`src/verilog/rename_pkg.sv`:
```
// reorder buffer sizing and tag encoding shared by the rename and retire blocks
package rename_pkg;

    // 3 tag bits give an 8-entry reorder buffer
    localparam int default_rob_tag_bits = 3;

    // tag shown on an operand that has no pending producer
    localparam int unsigned null_tag = 0;

endpackage

```
`src/verilog/arch_pkg.sv`:
```
// RV32 integer register file sizes, imported by every RTL block of the rename core
package arch_pkg;

    // data word width of the integer datapath
    localparam int xlen = 32;

    // register index width and the register count that follows from it
    localparam int reg_id_bits = 5;
    localparam int reg_count = 1 << reg_id_bits;

    // x0 reads as zero, so it is never renamed and never written
    localparam logic [reg_id_bits-1:0] zero_reg = '0;

endpackage
```
`src/verilog/rename_core.sv`:
```
// top level of the rename and retire core, connects issue, register status, buffer and retire
`timescale 1ns/1ns

module rename_core #(
    parameter int rob_tag_bits = rename_pkg::default_rob_tag_bits
) (
    input  logic                            clk_in,
    input  logic                            rst_in,
    input  logic                            flush,
    // instruction handshake
    input  logic                            inst_req,
    input  logic [arch_pkg::reg_id_bits-1:0] inst_rd,
    input  logic [arch_pkg::reg_id_bits-1:0] inst_rs1,
    input  logic [arch_pkg::reg_id_bits-1:0] inst_rs2,
    output logic                            inst_ack,
    output logic [arch_pkg::xlen-1:0]        src1_value,
    output logic                            src1_busy,
    output logic [rob_tag_bits-1:0]          src1_tag,
    output logic [arch_pkg::xlen-1:0]        src2_value,
    output logic                            src2_busy,
    output logic [rob_tag_bits-1:0]          src2_tag,
    output logic [rob_tag_bits-1:0]          dest_tag,
    // writeback strobe
    input  logic                            wb_valid,
    input  logic [rob_tag_bits-1:0]          wb_tag,
    input  logic [arch_pkg::xlen-1:0]        wb_value,
    // retirement handshake
    output logic                            retire_req,
    output logic [arch_pkg::reg_id_bits-1:0] retire_rd,
    output logic [arch_pkg::xlen-1:0]        retire_value,
    output logic [rob_tag_bits-1:0]          retire_tag,
    input  logic                            retire_ack
);
    import arch_pkg::*;

    logic [reg_id_bits-1:0]  read_id1;
    logic [reg_id_bits-1:0]  read_id2;
    logic [xlen-1:0]         value1;
    logic                    busy1;
    logic [rob_tag_bits-1:0] tag1;
    logic [xlen-1:0]         value2;
    logic                    busy2;
    logic [rob_tag_bits-1:0] tag2;
    logic                    alloc;
    logic [reg_id_bits-1:0]  alloc_rd;
    logic [rob_tag_bits-1:0] alloc_tag;
    logic                    full;
    logic [rob_tag_bits-1:0] lookup_tag1;
    logic [rob_tag_bits-1:0] lookup_tag2;
    logic                    lookup_done1;
    logic [xlen-1:0]         lookup_value1;
    logic                    lookup_done2;
    logic [xlen-1:0]         lookup_value2;
    logic                    commit;
    logic                    head_valid;
    logic                    head_done;
    logic [reg_id_bits-1:0]  head_rd;
    logic [xlen-1:0]         head_value;
    logic [rob_tag_bits-1:0] head_tag;

    issue_unit #(.rob_tag_bits(rob_tag_bits)) issue_i (
        .clk_in(clk_in), .rst_in(rst_in), .flush(flush),
        .inst_req(inst_req), .inst_rd(inst_rd), .inst_rs1(inst_rs1), .inst_rs2(inst_rs2),
        .inst_ack(inst_ack),
        .src1_value(src1_value), .src1_busy(src1_busy), .src1_tag(src1_tag),
        .src2_value(src2_value), .src2_busy(src2_busy), .src2_tag(src2_tag),
        .dest_tag(dest_tag),
        .read_id1(read_id1), .read_id2(read_id2), .alloc(alloc), .alloc_rd(alloc_rd),
        .value1(value1), .busy1(busy1), .tag1(tag1),
        .value2(value2), .busy2(busy2), .tag2(tag2),
        .alloc_tag(alloc_tag), .full(full)
    );

    // commit port fed straight from the buffer head
    reg_status #(.rob_tag_bits(rob_tag_bits)) reg_status_i (
        .clk_in(clk_in), .rst_in(rst_in), .flush(flush),
        .read_id1(read_id1), .read_id2(read_id2),
        .value1(value1), .busy1(busy1), .tag1(tag1),
        .value2(value2), .busy2(busy2), .tag2(tag2),
        .lookup_tag1(lookup_tag1), .lookup_tag2(lookup_tag2),
        .lookup_done1(lookup_done1), .lookup_value1(lookup_value1),
        .lookup_done2(lookup_done2), .lookup_value2(lookup_value2),
        .alloc(alloc), .alloc_rd(alloc_rd), .alloc_tag(alloc_tag),
        .commit(commit), .commit_rd(head_rd), .commit_value(head_value), .commit_tag(head_tag)
    );

    reorder_buffer #(.rob_tag_bits(rob_tag_bits)) rob_i (
        .clk_in(clk_in), .rst_in(rst_in), .flush(flush),
        .alloc(alloc), .alloc_rd(alloc_rd), .alloc_tag(alloc_tag), .full(full),
        .wb_valid(wb_valid), .wb_tag(wb_tag), .wb_value(wb_value),
        .lookup_tag1(lookup_tag1), .lookup_tag2(lookup_tag2),
        .lookup_done1(lookup_done1), .lookup_value1(lookup_value1),
        .lookup_done2(lookup_done2), .lookup_value2(lookup_value2),
        .commit(commit), .head_valid(head_valid), .head_done(head_done),
        .head_rd(head_rd), .head_value(head_value), .head_tag(head_tag)
    );

    retire_unit #(.rob_tag_bits(rob_tag_bits)) retire_i (
        .clk_in(clk_in), .rst_in(rst_in),
        .head_valid(head_valid), .head_done(head_done), .head_rd(head_rd),
        .head_value(head_value), .head_tag(head_tag), .commit(commit),
        .retire_req(retire_req), .retire_rd(retire_rd), .retire_value(retire_value),
        .retire_tag(retire_tag), .retire_ack(retire_ack)
    );

endmodule

```
`src/verilog/retire_unit.sv`:
```
// in-order retirement of the buffer head, reported outward over a four-phase req/ack handshake
`timescale 1ns/1ns

module retire_unit #(
    parameter int rob_tag_bits
) (
    input  logic                            clk_in,
    input  logic                            rst_in,
    // buffer head
    input  logic                            head_valid,
    input  logic                            head_done,
    input  logic [arch_pkg::reg_id_bits-1:0] head_rd,
    input  logic [arch_pkg::xlen-1:0]        head_value,
    input  logic [rob_tag_bits-1:0]          head_tag,
    output logic                            commit,
    // retirement report
    output logic                            retire_req,
    output logic [arch_pkg::reg_id_bits-1:0] retire_rd,
    output logic [arch_pkg::xlen-1:0]        retire_value,
    output logic [rob_tag_bits-1:0]          retire_tag,
    input  logic                            retire_ack
);
    import arch_pkg::*;

    // one commit per handshake, only once the previous one fully closed
    assign commit = head_valid && head_done && !retire_req && !retire_ack;

    always_ff @(posedge clk_in) begin
        if (rst_in) begin
            retire_req <= 1'b0;
        end else if (commit) begin
            retire_req <= 1'b1;
        end else if (retire_ack) begin
            retire_req <= 1'b0;
        end
    end

    // report fields held for the whole handshake
    always_ff @(posedge clk_in) begin
        if (commit) begin
            retire_rd    <= head_rd;
            retire_value <= head_value;
            retire_tag   <= head_tag;
        end
    end

endmodule

```
`src/verilog/issue_unit.sv`:
```
// instruction intake over a four-phase req/ack handshake, renames operands and allocates entries
`timescale 1ns/1ns

module issue_unit #(
    parameter int rob_tag_bits = rename_pkg::default_rob_tag_bits
) (
    input  logic                            clk_in,
    input  logic                            rst_in,
    input  logic                            flush,
    // instruction handshake
    input  logic                            inst_req,
    input  logic [arch_pkg::reg_id_bits-1:0] inst_rd,
    input  logic [arch_pkg::reg_id_bits-1:0] inst_rs1,
    input  logic [arch_pkg::reg_id_bits-1:0] inst_rs2,
    output logic                            inst_ack,
    output logic [arch_pkg::xlen-1:0]        src1_value,
    output logic                            src1_busy,
    output logic [rob_tag_bits-1:0]          src1_tag,
    output logic [arch_pkg::xlen-1:0]        src2_value,
    output logic                            src2_busy,
    output logic [rob_tag_bits-1:0]          src2_tag,
    output logic [rob_tag_bits-1:0]          dest_tag,
    // register status side
    output logic [arch_pkg::reg_id_bits-1:0] read_id1,
    output logic [arch_pkg::reg_id_bits-1:0] read_id2,
    output logic                            alloc,
    output logic [arch_pkg::reg_id_bits-1:0] alloc_rd,
    input  logic [arch_pkg::xlen-1:0]        value1,
    input  logic                            busy1,
    input  logic [rob_tag_bits-1:0]          tag1,
    input  logic [arch_pkg::xlen-1:0]        value2,
    input  logic                            busy2,
    input  logic [rob_tag_bits-1:0]          tag2,
    // reorder buffer side
    input  logic [rob_tag_bits-1:0]          alloc_tag,
    input  logic                            full
);
    import arch_pkg::*;

    logic accept;

    // fields are stable while req is high, so read straight from them
    assign read_id1 = inst_rs1;
    assign read_id2 = inst_rs2;
    assign alloc_rd = inst_rd;

    // new request, room in the buffer, no flush this cycle
    assign accept = inst_req && !inst_ack && !full && !flush;
    assign alloc  = accept;

    always_ff @(posedge clk_in) begin
        if (rst_in) begin
            inst_ack <= 1'b0;
        end else if (accept) begin
            inst_ack <= 1'b1;
        end else if (!inst_req) begin
            inst_ack <= 1'b0;
        end
    end

    // operands as seen before the accepting edge
    always_ff @(posedge clk_in) begin
        if (accept) begin
            src1_value <= value1;
            src1_busy  <= busy1;
            src1_tag   <= tag1;
            src2_value <= value2;
            src2_busy  <= busy2;
            src2_tag   <= tag2;
            dest_tag   <= alloc_tag;
        end
    end

endmodule

```
`src/verilog/reorder_buffer.sv`:
```
// circular reorder buffer holding in-flight results until they retire in program order
`timescale 1ns/1ns

module reorder_buffer #(
    parameter int rob_tag_bits = rename_pkg::default_rob_tag_bits
) (
    input  logic                            clk_in,
    input  logic                            rst_in,
    input  logic                            flush,
    // allocation at the tail
    input  logic                            alloc,
    input  logic [arch_pkg::reg_id_bits-1:0] alloc_rd,
    output logic [rob_tag_bits-1:0]          alloc_tag,
    output logic                            full,
    // result writeback from the execution units
    input  logic                            wb_valid,
    input  logic [rob_tag_bits-1:0]          wb_tag,
    input  logic [arch_pkg::xlen-1:0]        wb_value,
    // operand bypass lookups
    input  logic [rob_tag_bits-1:0]          lookup_tag1,
    input  logic [rob_tag_bits-1:0]          lookup_tag2,
    output logic                            lookup_done1,
    output logic [arch_pkg::xlen-1:0]        lookup_value1,
    output logic                            lookup_done2,
    output logic [arch_pkg::xlen-1:0]        lookup_value2,
    // head of the buffer towards retirement
    input  logic                            commit,
    output logic                            head_valid,
    output logic                            head_done,
    output logic [arch_pkg::reg_id_bits-1:0] head_rd,
    output logic [arch_pkg::xlen-1:0]        head_value,
    output logic [rob_tag_bits-1:0]          head_tag
);
    import arch_pkg::*;

    localparam int depth = 1 << rob_tag_bits;

    logic [rob_tag_bits-1:0] head;
    logic [rob_tag_bits-1:0] tail;
    // one bit wider than a pointer so a full buffer is distinct from empty
    logic [rob_tag_bits:0]   count;
    logic [depth-1:0]        done_r;
    logic [reg_id_bits-1:0]  rd_r [depth];
    logic [xlen-1:0]         value_r [depth];

    assign alloc_tag = tail;
    assign full      = (count == (rob_tag_bits + 1)'(depth));

    assign lookup_done1  = done_r[lookup_tag1];
    assign lookup_value1 = value_r[lookup_tag1];
    assign lookup_done2  = done_r[lookup_tag2];
    assign lookup_value2 = value_r[lookup_tag2];

    assign head_valid = (count != '0);
    assign head_done  = done_r[head];
    assign head_rd    = rd_r[head];
    assign head_value = value_r[head];
    assign head_tag   = head;

    always_ff @(posedge clk_in) begin
        if (rst_in) begin
            head   <= '0;
            tail   <= '0;
            count  <= '0;
            done_r <= '0;
        end else if (flush) begin
            // drop every speculative entry, done bits are rewritten on alloc
            head  <= '0;
            tail  <= '0;
            count <= '0;
        end else begin
            if (alloc) begin
                tail         <= tail + 1'b1;
                done_r[tail] <= 1'b0;
            end
            // visible to lookups from the next cycle on
            if (wb_valid) begin
                done_r[wb_tag] <= 1'b1;
            end
            if (commit) begin
                head <= head + 1'b1;
            end
            case ({alloc, commit})
                2'b10:   count <= count + 1'b1;
                2'b01:   count <= count - 1'b1;
                default: count <= count;
            endcase
        end
    end

    // entry payload
    always_ff @(posedge clk_in) begin
        if (alloc) begin
            rd_r[tail] <= alloc_rd;
        end
        if (wb_valid) begin
            value_r[wb_tag] <= wb_value;
        end
    end

endmodule

```
`src/verilog/reg_status.sv`:
```
// architectural register file with busy bits and producer tags, read by issue and written by retire
`timescale 1ns/1ns

module reg_status #(
    parameter int rob_tag_bits = rename_pkg::default_rob_tag_bits
) (
    input  logic                            clk_in,
    input  logic                            rst_in,
    input  logic                            flush,
    // operand read ports
    input  logic [arch_pkg::reg_id_bits-1:0] read_id1,
    input  logic [arch_pkg::reg_id_bits-1:0] read_id2,
    output logic [arch_pkg::xlen-1:0]        value1,
    output logic                            busy1,
    output logic [rob_tag_bits-1:0]          tag1,
    output logic [arch_pkg::xlen-1:0]        value2,
    output logic                            busy2,
    output logic [rob_tag_bits-1:0]          tag2,
    // bypass lookups into the reorder buffer
    output logic [rob_tag_bits-1:0]          lookup_tag1,
    output logic [rob_tag_bits-1:0]          lookup_tag2,
    input  logic                            lookup_done1,
    input  logic [arch_pkg::xlen-1:0]        lookup_value1,
    input  logic                            lookup_done2,
    input  logic [arch_pkg::xlen-1:0]        lookup_value2,
    // rename of a destination
    input  logic                            alloc,
    input  logic [arch_pkg::reg_id_bits-1:0] alloc_rd,
    input  logic [rob_tag_bits-1:0]          alloc_tag,
    // retirement of the buffer head
    input  logic                            commit,
    input  logic [arch_pkg::reg_id_bits-1:0] commit_rd,
    input  logic [arch_pkg::xlen-1:0]        commit_value,
    input  logic [rob_tag_bits-1:0]          commit_tag
);
    import arch_pkg::*;
    import rename_pkg::*;

    logic [xlen-1:0]         regs [reg_count];
    logic [reg_count-1:0]    busy;
    logic [rob_tag_bits-1:0] tags [reg_count];
    logic                    hit1;
    logic                    hit2;

    // producer tag goes to the buffer regardless, busy decides if it matters
    assign lookup_tag1 = tags[read_id1];
    assign lookup_tag2 = tags[read_id2];

    // busy register whose producer already finished
    assign hit1 = busy[read_id1] && lookup_done1;
    assign hit2 = busy[read_id2] && lookup_done2;

    assign busy1  = busy[read_id1] && !lookup_done1;
    assign value1 = hit1 ? lookup_value1 : regs[read_id1];
    assign tag1   = busy1 ? tags[read_id1] : rob_tag_bits'(null_tag);

    assign busy2  = busy[read_id2] && !lookup_done2;
    assign value2 = hit2 ? lookup_value2 : regs[read_id2];
    assign tag2   = busy2 ? tags[read_id2] : rob_tag_bits'(null_tag);

    always_ff @(posedge clk_in) begin
        if (rst_in) begin
            busy <= '0;
            for (int i = 0; i < reg_count; i++) begin
                regs[i] <= '0;
            end
        end else begin
            // a reported retirement still lands even across a flush
            if (commit && commit_rd != zero_reg) begin
                regs[commit_rd] <= commit_value;
            end
            if (flush) begin
                busy <= '0;
            end else begin
                // only the newest producer clears the busy bit
                if (commit && tags[commit_rd] == commit_tag) begin
                    busy[commit_rd] <= 1'b0;
                end
                // later assignment, so a same-cycle rename wins over the clear
                if (alloc && alloc_rd != zero_reg) begin
                    busy[alloc_rd] <= 1'b1;
                end
            end
        end
    end

    always_ff @(posedge clk_in) begin
        if (alloc && !flush && alloc_rd != zero_reg) begin
            tags[alloc_rd] <= alloc_tag;
        end
    end

endmodule

```
`config.mk`:
```
export PLATFORM = sky130hd
export DESIGN_NAME = rename_core
export DESIGN_NICKNAME = d
export VERILOG_FILES = /design/src/verilog/rename_pkg.sv /design/src/verilog/arch_pkg.sv /design/src/verilog/rename_core.sv /design/src/verilog/retire_unit.sv /design/src/verilog/issue_unit.sv /design/src/verilog/reorder_buffer.sv /design/src/verilog/reg_status.sv
export SDC_FILE = /design/constraint.sdc
export NUM_CORES = 2
export LEC_CHECK = 0
export ABC_AREA = 1
export BUFFER_PORTS_ARGS = -buffer_cell sky130_fd_sc_hd__buf_2
export CAP_MARGIN = 20
export CORE_MARGIN = 5
export CORE_UTILIZATION = 31
export DETAILED_ROUTE_END_ITERATION = 10
export GPL_TIMING_DRIVEN = 0
export SYNTH_ARGS = -nofsm -noshare
export SYNTH_HDL_FRONTEND = slang
export SYNTH_SLANG_ARGS = --single-unit
```
`constraint.sdc`:
```
create_clock -name clk_in -period 9.5 [get_ports clk_in]
set_clock_uncertainty 0.1 [all_clocks]
set_input_delay 1.425 -clock clk_in [delete_from_list [all_inputs] [get_ports clk_in]]
set_output_delay 1.425 -clock clk_in [all_outputs]
set_load 0.05 [all_outputs]
```
# After elaboration in Yosys (flattened, before gate mapping)
# Memories as Yosys holds them, arrays and structs flattened. A register that Yosys moved wholly into a read port is not among the register bits.
# Index checks and enable logic that the tools add are counted.
dict set report classes {
  n_addsub 4
  order_cmp 13
  eq_ne 5
  mux 51
  bitwise 6
  n_reduce_logical 33
}
# operator count
set op_table {}
lappend op_table {{32-bit two-way mux} 7}
lappend op_table {{32-bit bitwise AND} 1}
lappend op_table {{8-bit two-way mux} 4}
lappend op_table {{32-bit NOT} 1}
lappend op_table {{32-bit bitwise OR} 1}
lappend op_table {{32-bit OR reduction} 1}
lappend op_table {{1-bit two-way mux} 25}
lappend op_table {{5-bit by 6-bit less-than comparator with 1-bit output, second input constant} 4}
lappend op_table {{3-bit by 4-bit less-than comparator with 1-bit output, second input constant} 5}
lappend op_table {{1-bit logical AND} 19}
lappend op_table {{3-bit two-way mux} 4}
lappend op_table {{1-bit binary-select mux with 5-bit select} 2}
lappend op_table {{1-bit demux with 5-bit select} 2}
lappend op_table {{5-bit by 1-bit >= comparator with 1-bit output, second input constant} 2}
lappend op_table {{5-bit nonzero test} 2}
lappend op_table {{1-bit binary-select mux with 3-bit select} 3}
lappend op_table {{8-bit bitwise AND} 1}
lappend op_table {{8-bit NOT} 1}
lappend op_table {{8-bit bitwise OR} 1}
lappend op_table {{4-bit one-hot mux with 2 select lines} 1}
lappend op_table {{1-bit logical NOT} 7}
lappend op_table {{3-bit by 1-bit adder with 3-bit output, second input constant} 2}
lappend op_table {{1-bit demux with 3-bit select} 2}
lappend op_table {{3-bit by 1-bit >= comparator with 1-bit output, second input constant} 2}
lappend op_table {{other kinds (11)} 12}
dict set report word_totals {
  ff_bits 167
  ram_bits 1416
  input_bits 56
  out_inout_bits 117
  wordCells 133
  n_memories 4
}
# memory depth width rd rd_ports_with_merged_regs write_ports line_no
set memory_table {}
lappend memory_table {reg_status_i.regs 32 32 2 0 32 reg_status.sv:39} ;# logic [xlen-1:0] regs [reg_count];
lappend memory_table {rob_i.value_r 8 32 3 1 1 reorder_buffer.sv:44} ;# logic [xlen-1:0] value_r [depth];
lappend memory_table {reg_status_i.tags 32 3 3 0 1 reg_status.sv:41} ;# logic [rob_tag_bits-1:0] tags [reg_count];
lappend memory_table {rob_i.rd_r 8 5 1 1 1 reorder_buffer.sv:43} ;# logic [reg_id_bits-1:0] rd_r [depth];

# Depth between registers and ports, before layout
dict set report depth {
  depth_word 11
  mapped_depth 22
  ltp_nobuf 19
}

# By module
# From an unflattened synthesis, not the netlist that was laid out.
dict set report hier_totals {
  cells_unflattened 9438
  area_unflattened_um2 83721.5
}
# module n_inst cells_per_inst area_per_inst_um2 seq_area_each_um2
set by_module_without_submodules {}
lappend by_module_without_submodules {reg_status 1 7431 63189.4 34272.9}
lappend by_module_without_submodules {reorder_buffer 1 1860 16866.2 9308.9}
lappend by_module_without_submodules {issue_unit 1 99 2417.3 2272.2}
lappend by_module_without_submodules {retire_unit 1 48 1248.7 1221.2}

# Worst setup path before layout
# No wires, ideal clock.
dict set report synth_path {
  path_type {input-to-reg}
  start {input port retire_ack}
  end {memory reg_status_i.regs[30][0], enable pin}
  setup_ns 0.389
  arrival_ns 4.251
  required_time_ns 9.011
  slack_ns 4.760
  stages 7
  path_buffers 2
  cell_sequence {nor2_2 inv_2 nor3_4 buf_4 nand2_1 buf_2 nand2_1}
}
# element line_no
set synth_rtl {}
lappend synth_rtl {{start, declared} rename_core.sv:32} ;# input logic retire_ack
lappend synth_rtl {{end, declared} reg_status.sv:39}

# Worst setup path in the final report
dict set report layout_path {
  start {input port inst_rs2[2] (netlist bit)}
  end {register issue_i.src2_value[3] (netlist bit), data pin}
}
dict set report layout_between {
  elab_chain_cells 5
  word_cells_on_any_way 9
  cone_classes {5 x mux; 1 x reduce/logical; 3 x memory}
}
# element line_no
set layout_lines {}
lappend layout_lines {{start, declared} rename_core.sv:14} ;# input logic [arch_pkg::reg_id_bits-1:0] inst_rs2,
lappend layout_lines {{memory 32 x 3 bit} -}
lappend layout_lines {{1-bit binary-select mux with 3-bit select} reorder_buffer.sv:51} ;# assign lookup_done2 = done_r[lookup_tag2];
lappend layout_lines {{1-bit two-way mux (implied by the code)} reorder_buffer.sv:51}
lappend layout_lines {{1-bit logical AND} reg_status.sv:51} ;# assign hit2 = busy[read_id2] && lookup_done2;
lappend layout_lines {{32-bit two-way mux (*)} reg_status.sv:58} ;# assign value2 = hit2 ? lookup_value2 : regs[read_id2];
lappend layout_lines {{named net issue_i.value2 (one bit)} issue_unit.sv:31} ;# input logic [arch_pkg::xlen-1:0] value2,
lappend layout_lines {{end signal, assigned} issue_unit.sv:67} ;# src2_value <= value2;
lappend layout_lines {{end, declared} issue_unit.sv:19} ;# output logic [arch_pkg::xlen-1:0] src2_value,
# The timed path passes the listed nets; every way through them passes the cells marked *. The select of a mux whose other input is x is not followed.
# A chain may end at the register's enable or synchronous reset.

==> impl_metrics.csv <==
group,metric,value,unit
run_status,run_status,"completed",
power_and_ir_drop,cellPowerDensity,195,mW/mm^2
sta,grt_setup_unrepaired,"no",
floorplanning,top_level_ports,173,
synth,synth.top_cells.by_count,"o21ai_0 (1577), edfxtp_1 (1531), nor2_1 (1428)",
routing,drt-total-wl,668,mm
cts,clk_root_buffer_cell,"clkbuf_16",
cts,post_cts_hold_buffer_count,0,
cts,cts.repair.resized,0,
global_routing,grt_remaining_overflow,0,
synth,synthesis.yosys.warnings,0,
global_routing,grt_use_met1,0.535,
placed_design,dp_slack,2.22,ns
routing,avgRoutedWirePerCell,47.3,um
layout,net_count_of_the_finished_layout,10400,
global_routing,grt_pass1_vias,81300,
synth,synth_sequential_area_ratio,0.556,
sta,setup_viol,0,
floorplanning,die_area,0.284,mm^2
setup_path,worst_setup_path_start_kind,"input pin",
global_routing,antenna_found_initial,132,
setup_path,worst-setup-path-type,"in -> reg",
sta,max-slew-margin-rel,0.0239,
synth,ffs_w_async_s_r_synth,0,
setup_path,critical_path.max_fanout,10,
placed_design,port-buffer-count,168,
global_routing,globalRoute.busiestLayer,"met2",
power_and_ir_drop,total_power_after_layout,19.7,mW
cts,cts_htree_levels,4,
floorplanning,placementRows,191,
sta,fmax,139,MHz
global_routing,met3_usage,0.168,
run,drv_cap,0,
sta,timing.final.max_slew_violations,0,
floorplanning,core-area,0.271,mm^2
layout,area.growth.synth_to_final,18.9,%
sta,fin_worst_hold_slack,0.366,ns
synth,synth.lib_cells_used.distinct,42,
sta,timing_worst_slew_pin_value,1.46,ns
sta,layout_min_cycle_time,7.19,ns
synth,post_synth_main_area_contributors,"edfxtp_1 (54%), o21ai_0 (9.3%), a21oi_1 (7.5%)",
routing,dr.first_iter.drc_count,17900,
global_routing,global_route.usage.total,0.450,
cts,cts_buffers,195,
placed_design,place_hpwl,511,mm
synth,synth.top_cell.area_share,0.543,
cts,ctsLongestPathBuffers,4,
placed_design,dp_cells,13700,
synth,count_of_flip_flops_with_a_built_in_enable_after_synthesis,1531,
global_routing,grt_start_max_net_pins,59,
floorplanning,vert_die_dim,533,um
worst_hold_path,worstHoldPathType,"reg -> reg",
cts,cts_tree,"done",
cts,clock_insertion_delay_worst_skew,0.94,ns
global_routing,grt_use_met2,0.641,
floorplanning,die_w,533,um
layout,final_util,0.371,
floorplanning,start_util,0.312,
synth,synth.avg_cell_area,8.75,um^2
routing,avgViaCountPerCell,6.41,
routing,via_count,90600,
routing,drc_errors,0,
power_and_ir_drop,static-leakage-power,38.0,nW
sta,finalCritPeriodShare,0.757,
layout,stdcell_count,14100,
synth,yosys_register_bits,1586,
synth,synth_area,0.0847,mm^2
cts,cts_sinks,1586,
synth,synth_top_cell_by_area,"edfxtp_1",
sta,report.final.hold_viol_count,0,
synth,synthFlopType,"edfxtp_1",
routing,postRouteAntennaNets,0,
setup_path,critPathRequiredTime,10.07,ns
cts,worst_setup_hold_path_clk_slew,0.06,ns
routing,drt_pre_antenna_iters,9,
placed_design,gpl.final_weighted_congestion,1.14,
global_routing,grt_pass1_wl,841,mm
power_and_ir_drop,irDropWorstVdd,165,uV
setup_path,worstSetupEndpointType,"flip-flop",
layout,post_route_cells_drive_above_1_share,0.125,
synth,synthCells,9681,
layout,filler_cell_count,28000,
cts,post-cts-setup-buffer-count,0,
sta,worst_slack,2.31,ns
synth,synth.most_common_cell,"o21ai_0",
setup_path,critPathArrivalTime,7.76,ns
==> where the power goes <==
part	switching [mW]	total (mW)	internal, mW	leakage, nW
clock	3.48	8.13	4.65	3.19
sequential	0.124	8.02	7.89	15.6
combinational	2.87	3.54	0.665	19.2
==> placed cells by master, fill, tap and decap left out, types with 22 or more instances in the layout <==
cell type	instances
bufinv_16	30
o211ai_1	344
nand2_2	50
diode_2	118
nand3_1	350
buf_12	38
o22ai_1	51
nor2_1	1420
dfxtp_1	53
a31oi_1	34
clkinv_1	24
o31ai_1	42
nand4_1	66
conb_1	35
o21ai_1	64
clkbuf_16	197
inv_1	774
buf_4	68
clkbuf_1	307
buf_6	30
edfxtp_1	1531
a21oi_1	1262
clkinv_2	24
o21ai_0	1564
buf_8	77
clkbuf_2	83
buf_2	572
o311ai_0	22
buf_1	91
nand2_1	1036
buf_16	30
==> per-layer routing <==
metal | routed length (um) | part of all wire
met3 | 88000 | 0.13
met5 | 296 | 0.00044
met4 | 70700 | 0.11
met2 | 271000 | 0.41
met1 | 238000 | 0.36
==> final timing paths <==
kind | startpoint | endpoint | slack, ns | cells after the start
worst min-delay path | reg_status_i.busy[14]$_SDFF_PP0_ | reg_status_i.busy[14]$_SDFF_PP0_ | 0.37 | 2
worst min register to register | reg_status_i.busy[14]$_SDFF_PP0_ | reg_status_i.busy[14]$_SDFF_PP0_ | 0.37 | 2
worst max-delay path | inst_rs2[2] | issue_i.src2_value[3]$_DFFE_PP_ | 2.31 | 12
worst max register to register | rob_i.head_tag[1]$_SDFFE_PP0N_ | reg_status_i.regs[5][15]$_SDFFCE_PN0P_ | 3.58 | 14
==> cell type report <==
class,count,area [um^2],area share
well taps,3570,4470,0.0444
inverters,790,2970,0.0295
flip-flops and latches,1586,47100,0.468
clock inverters,117,1540,0.0153
multi-input cells,6453,31000,0.308
repair buffers,379,4140,0.0411
diodes,118,295,0.00293
clock buffers,234,5070,0.0503
plain buffers,886,4150,0.0412
==> sequential cells by signal, indices dropped and copies added, names as in the netlist, named ones only <==
register / cells
issue_i.dest_tag: 3
issue_i.inst_ack: 1
issue_i.src1_busy: 1
issue_i.src1_tag: 3
issue_i.src1_value: 32
issue_i.src2_busy: 1
issue_i.src2_tag: 3
issue_i.src2_value: 32
reg_status_i.busy: 32
reg_status_i.regs: 1024
reg_status_i.tags: 96
retire_i.retire_rd: 5
retire_i.retire_req: 1
retire_i.retire_tag: 3
retire_i.retire_value: 32
rob_i.alloc_tag: 3
rob_i.count: 4
rob_i.done_r: 8
rob_i.head_tag: 3
rob_i.rd_r: 40
rob_i.value_r: 256
==> cells by family (layout without fill, tap and decap cells) <==
kind of cell	count (synthesis)	count (layout)	synth area share
adders and majority gates	6	6	0.000975
other	1	153	0.0000443
buffers and inverters	1676	2406	0.0824
DFF	1586	1586	0.556
and+or+nand+nor	2982	2982	0.142
AOI/OAI and AO/OA	3429	3429	0.219
xor gates and xnor gates	1	1	0.000103
==> through the flow <==
stage / setup TNS, ns / area (um^2)
floorplan: 0 / 84800
global placement: -25.56 / 90100
detailed placement: 0 / 93700
CTS: 0 / 100000
global route: 0 / 100000
finish: 0 / 101000
==> critical path, stage by stage <==
cell      delay (ns)
clkbuf_1        0.34
inv_1           0.21
clkbuf_1        0.68
clkbuf_1        0.42
buf_8           0.23
clkbuf_1        0.85
clkbuf_2        1.02
a31oi_1         0.72
o21ai_0         0.90
nand2_1         0.37
nand2_1         0.33
nand2_1         0.14
Note: power is estimated with default switching activity, not from simulation.
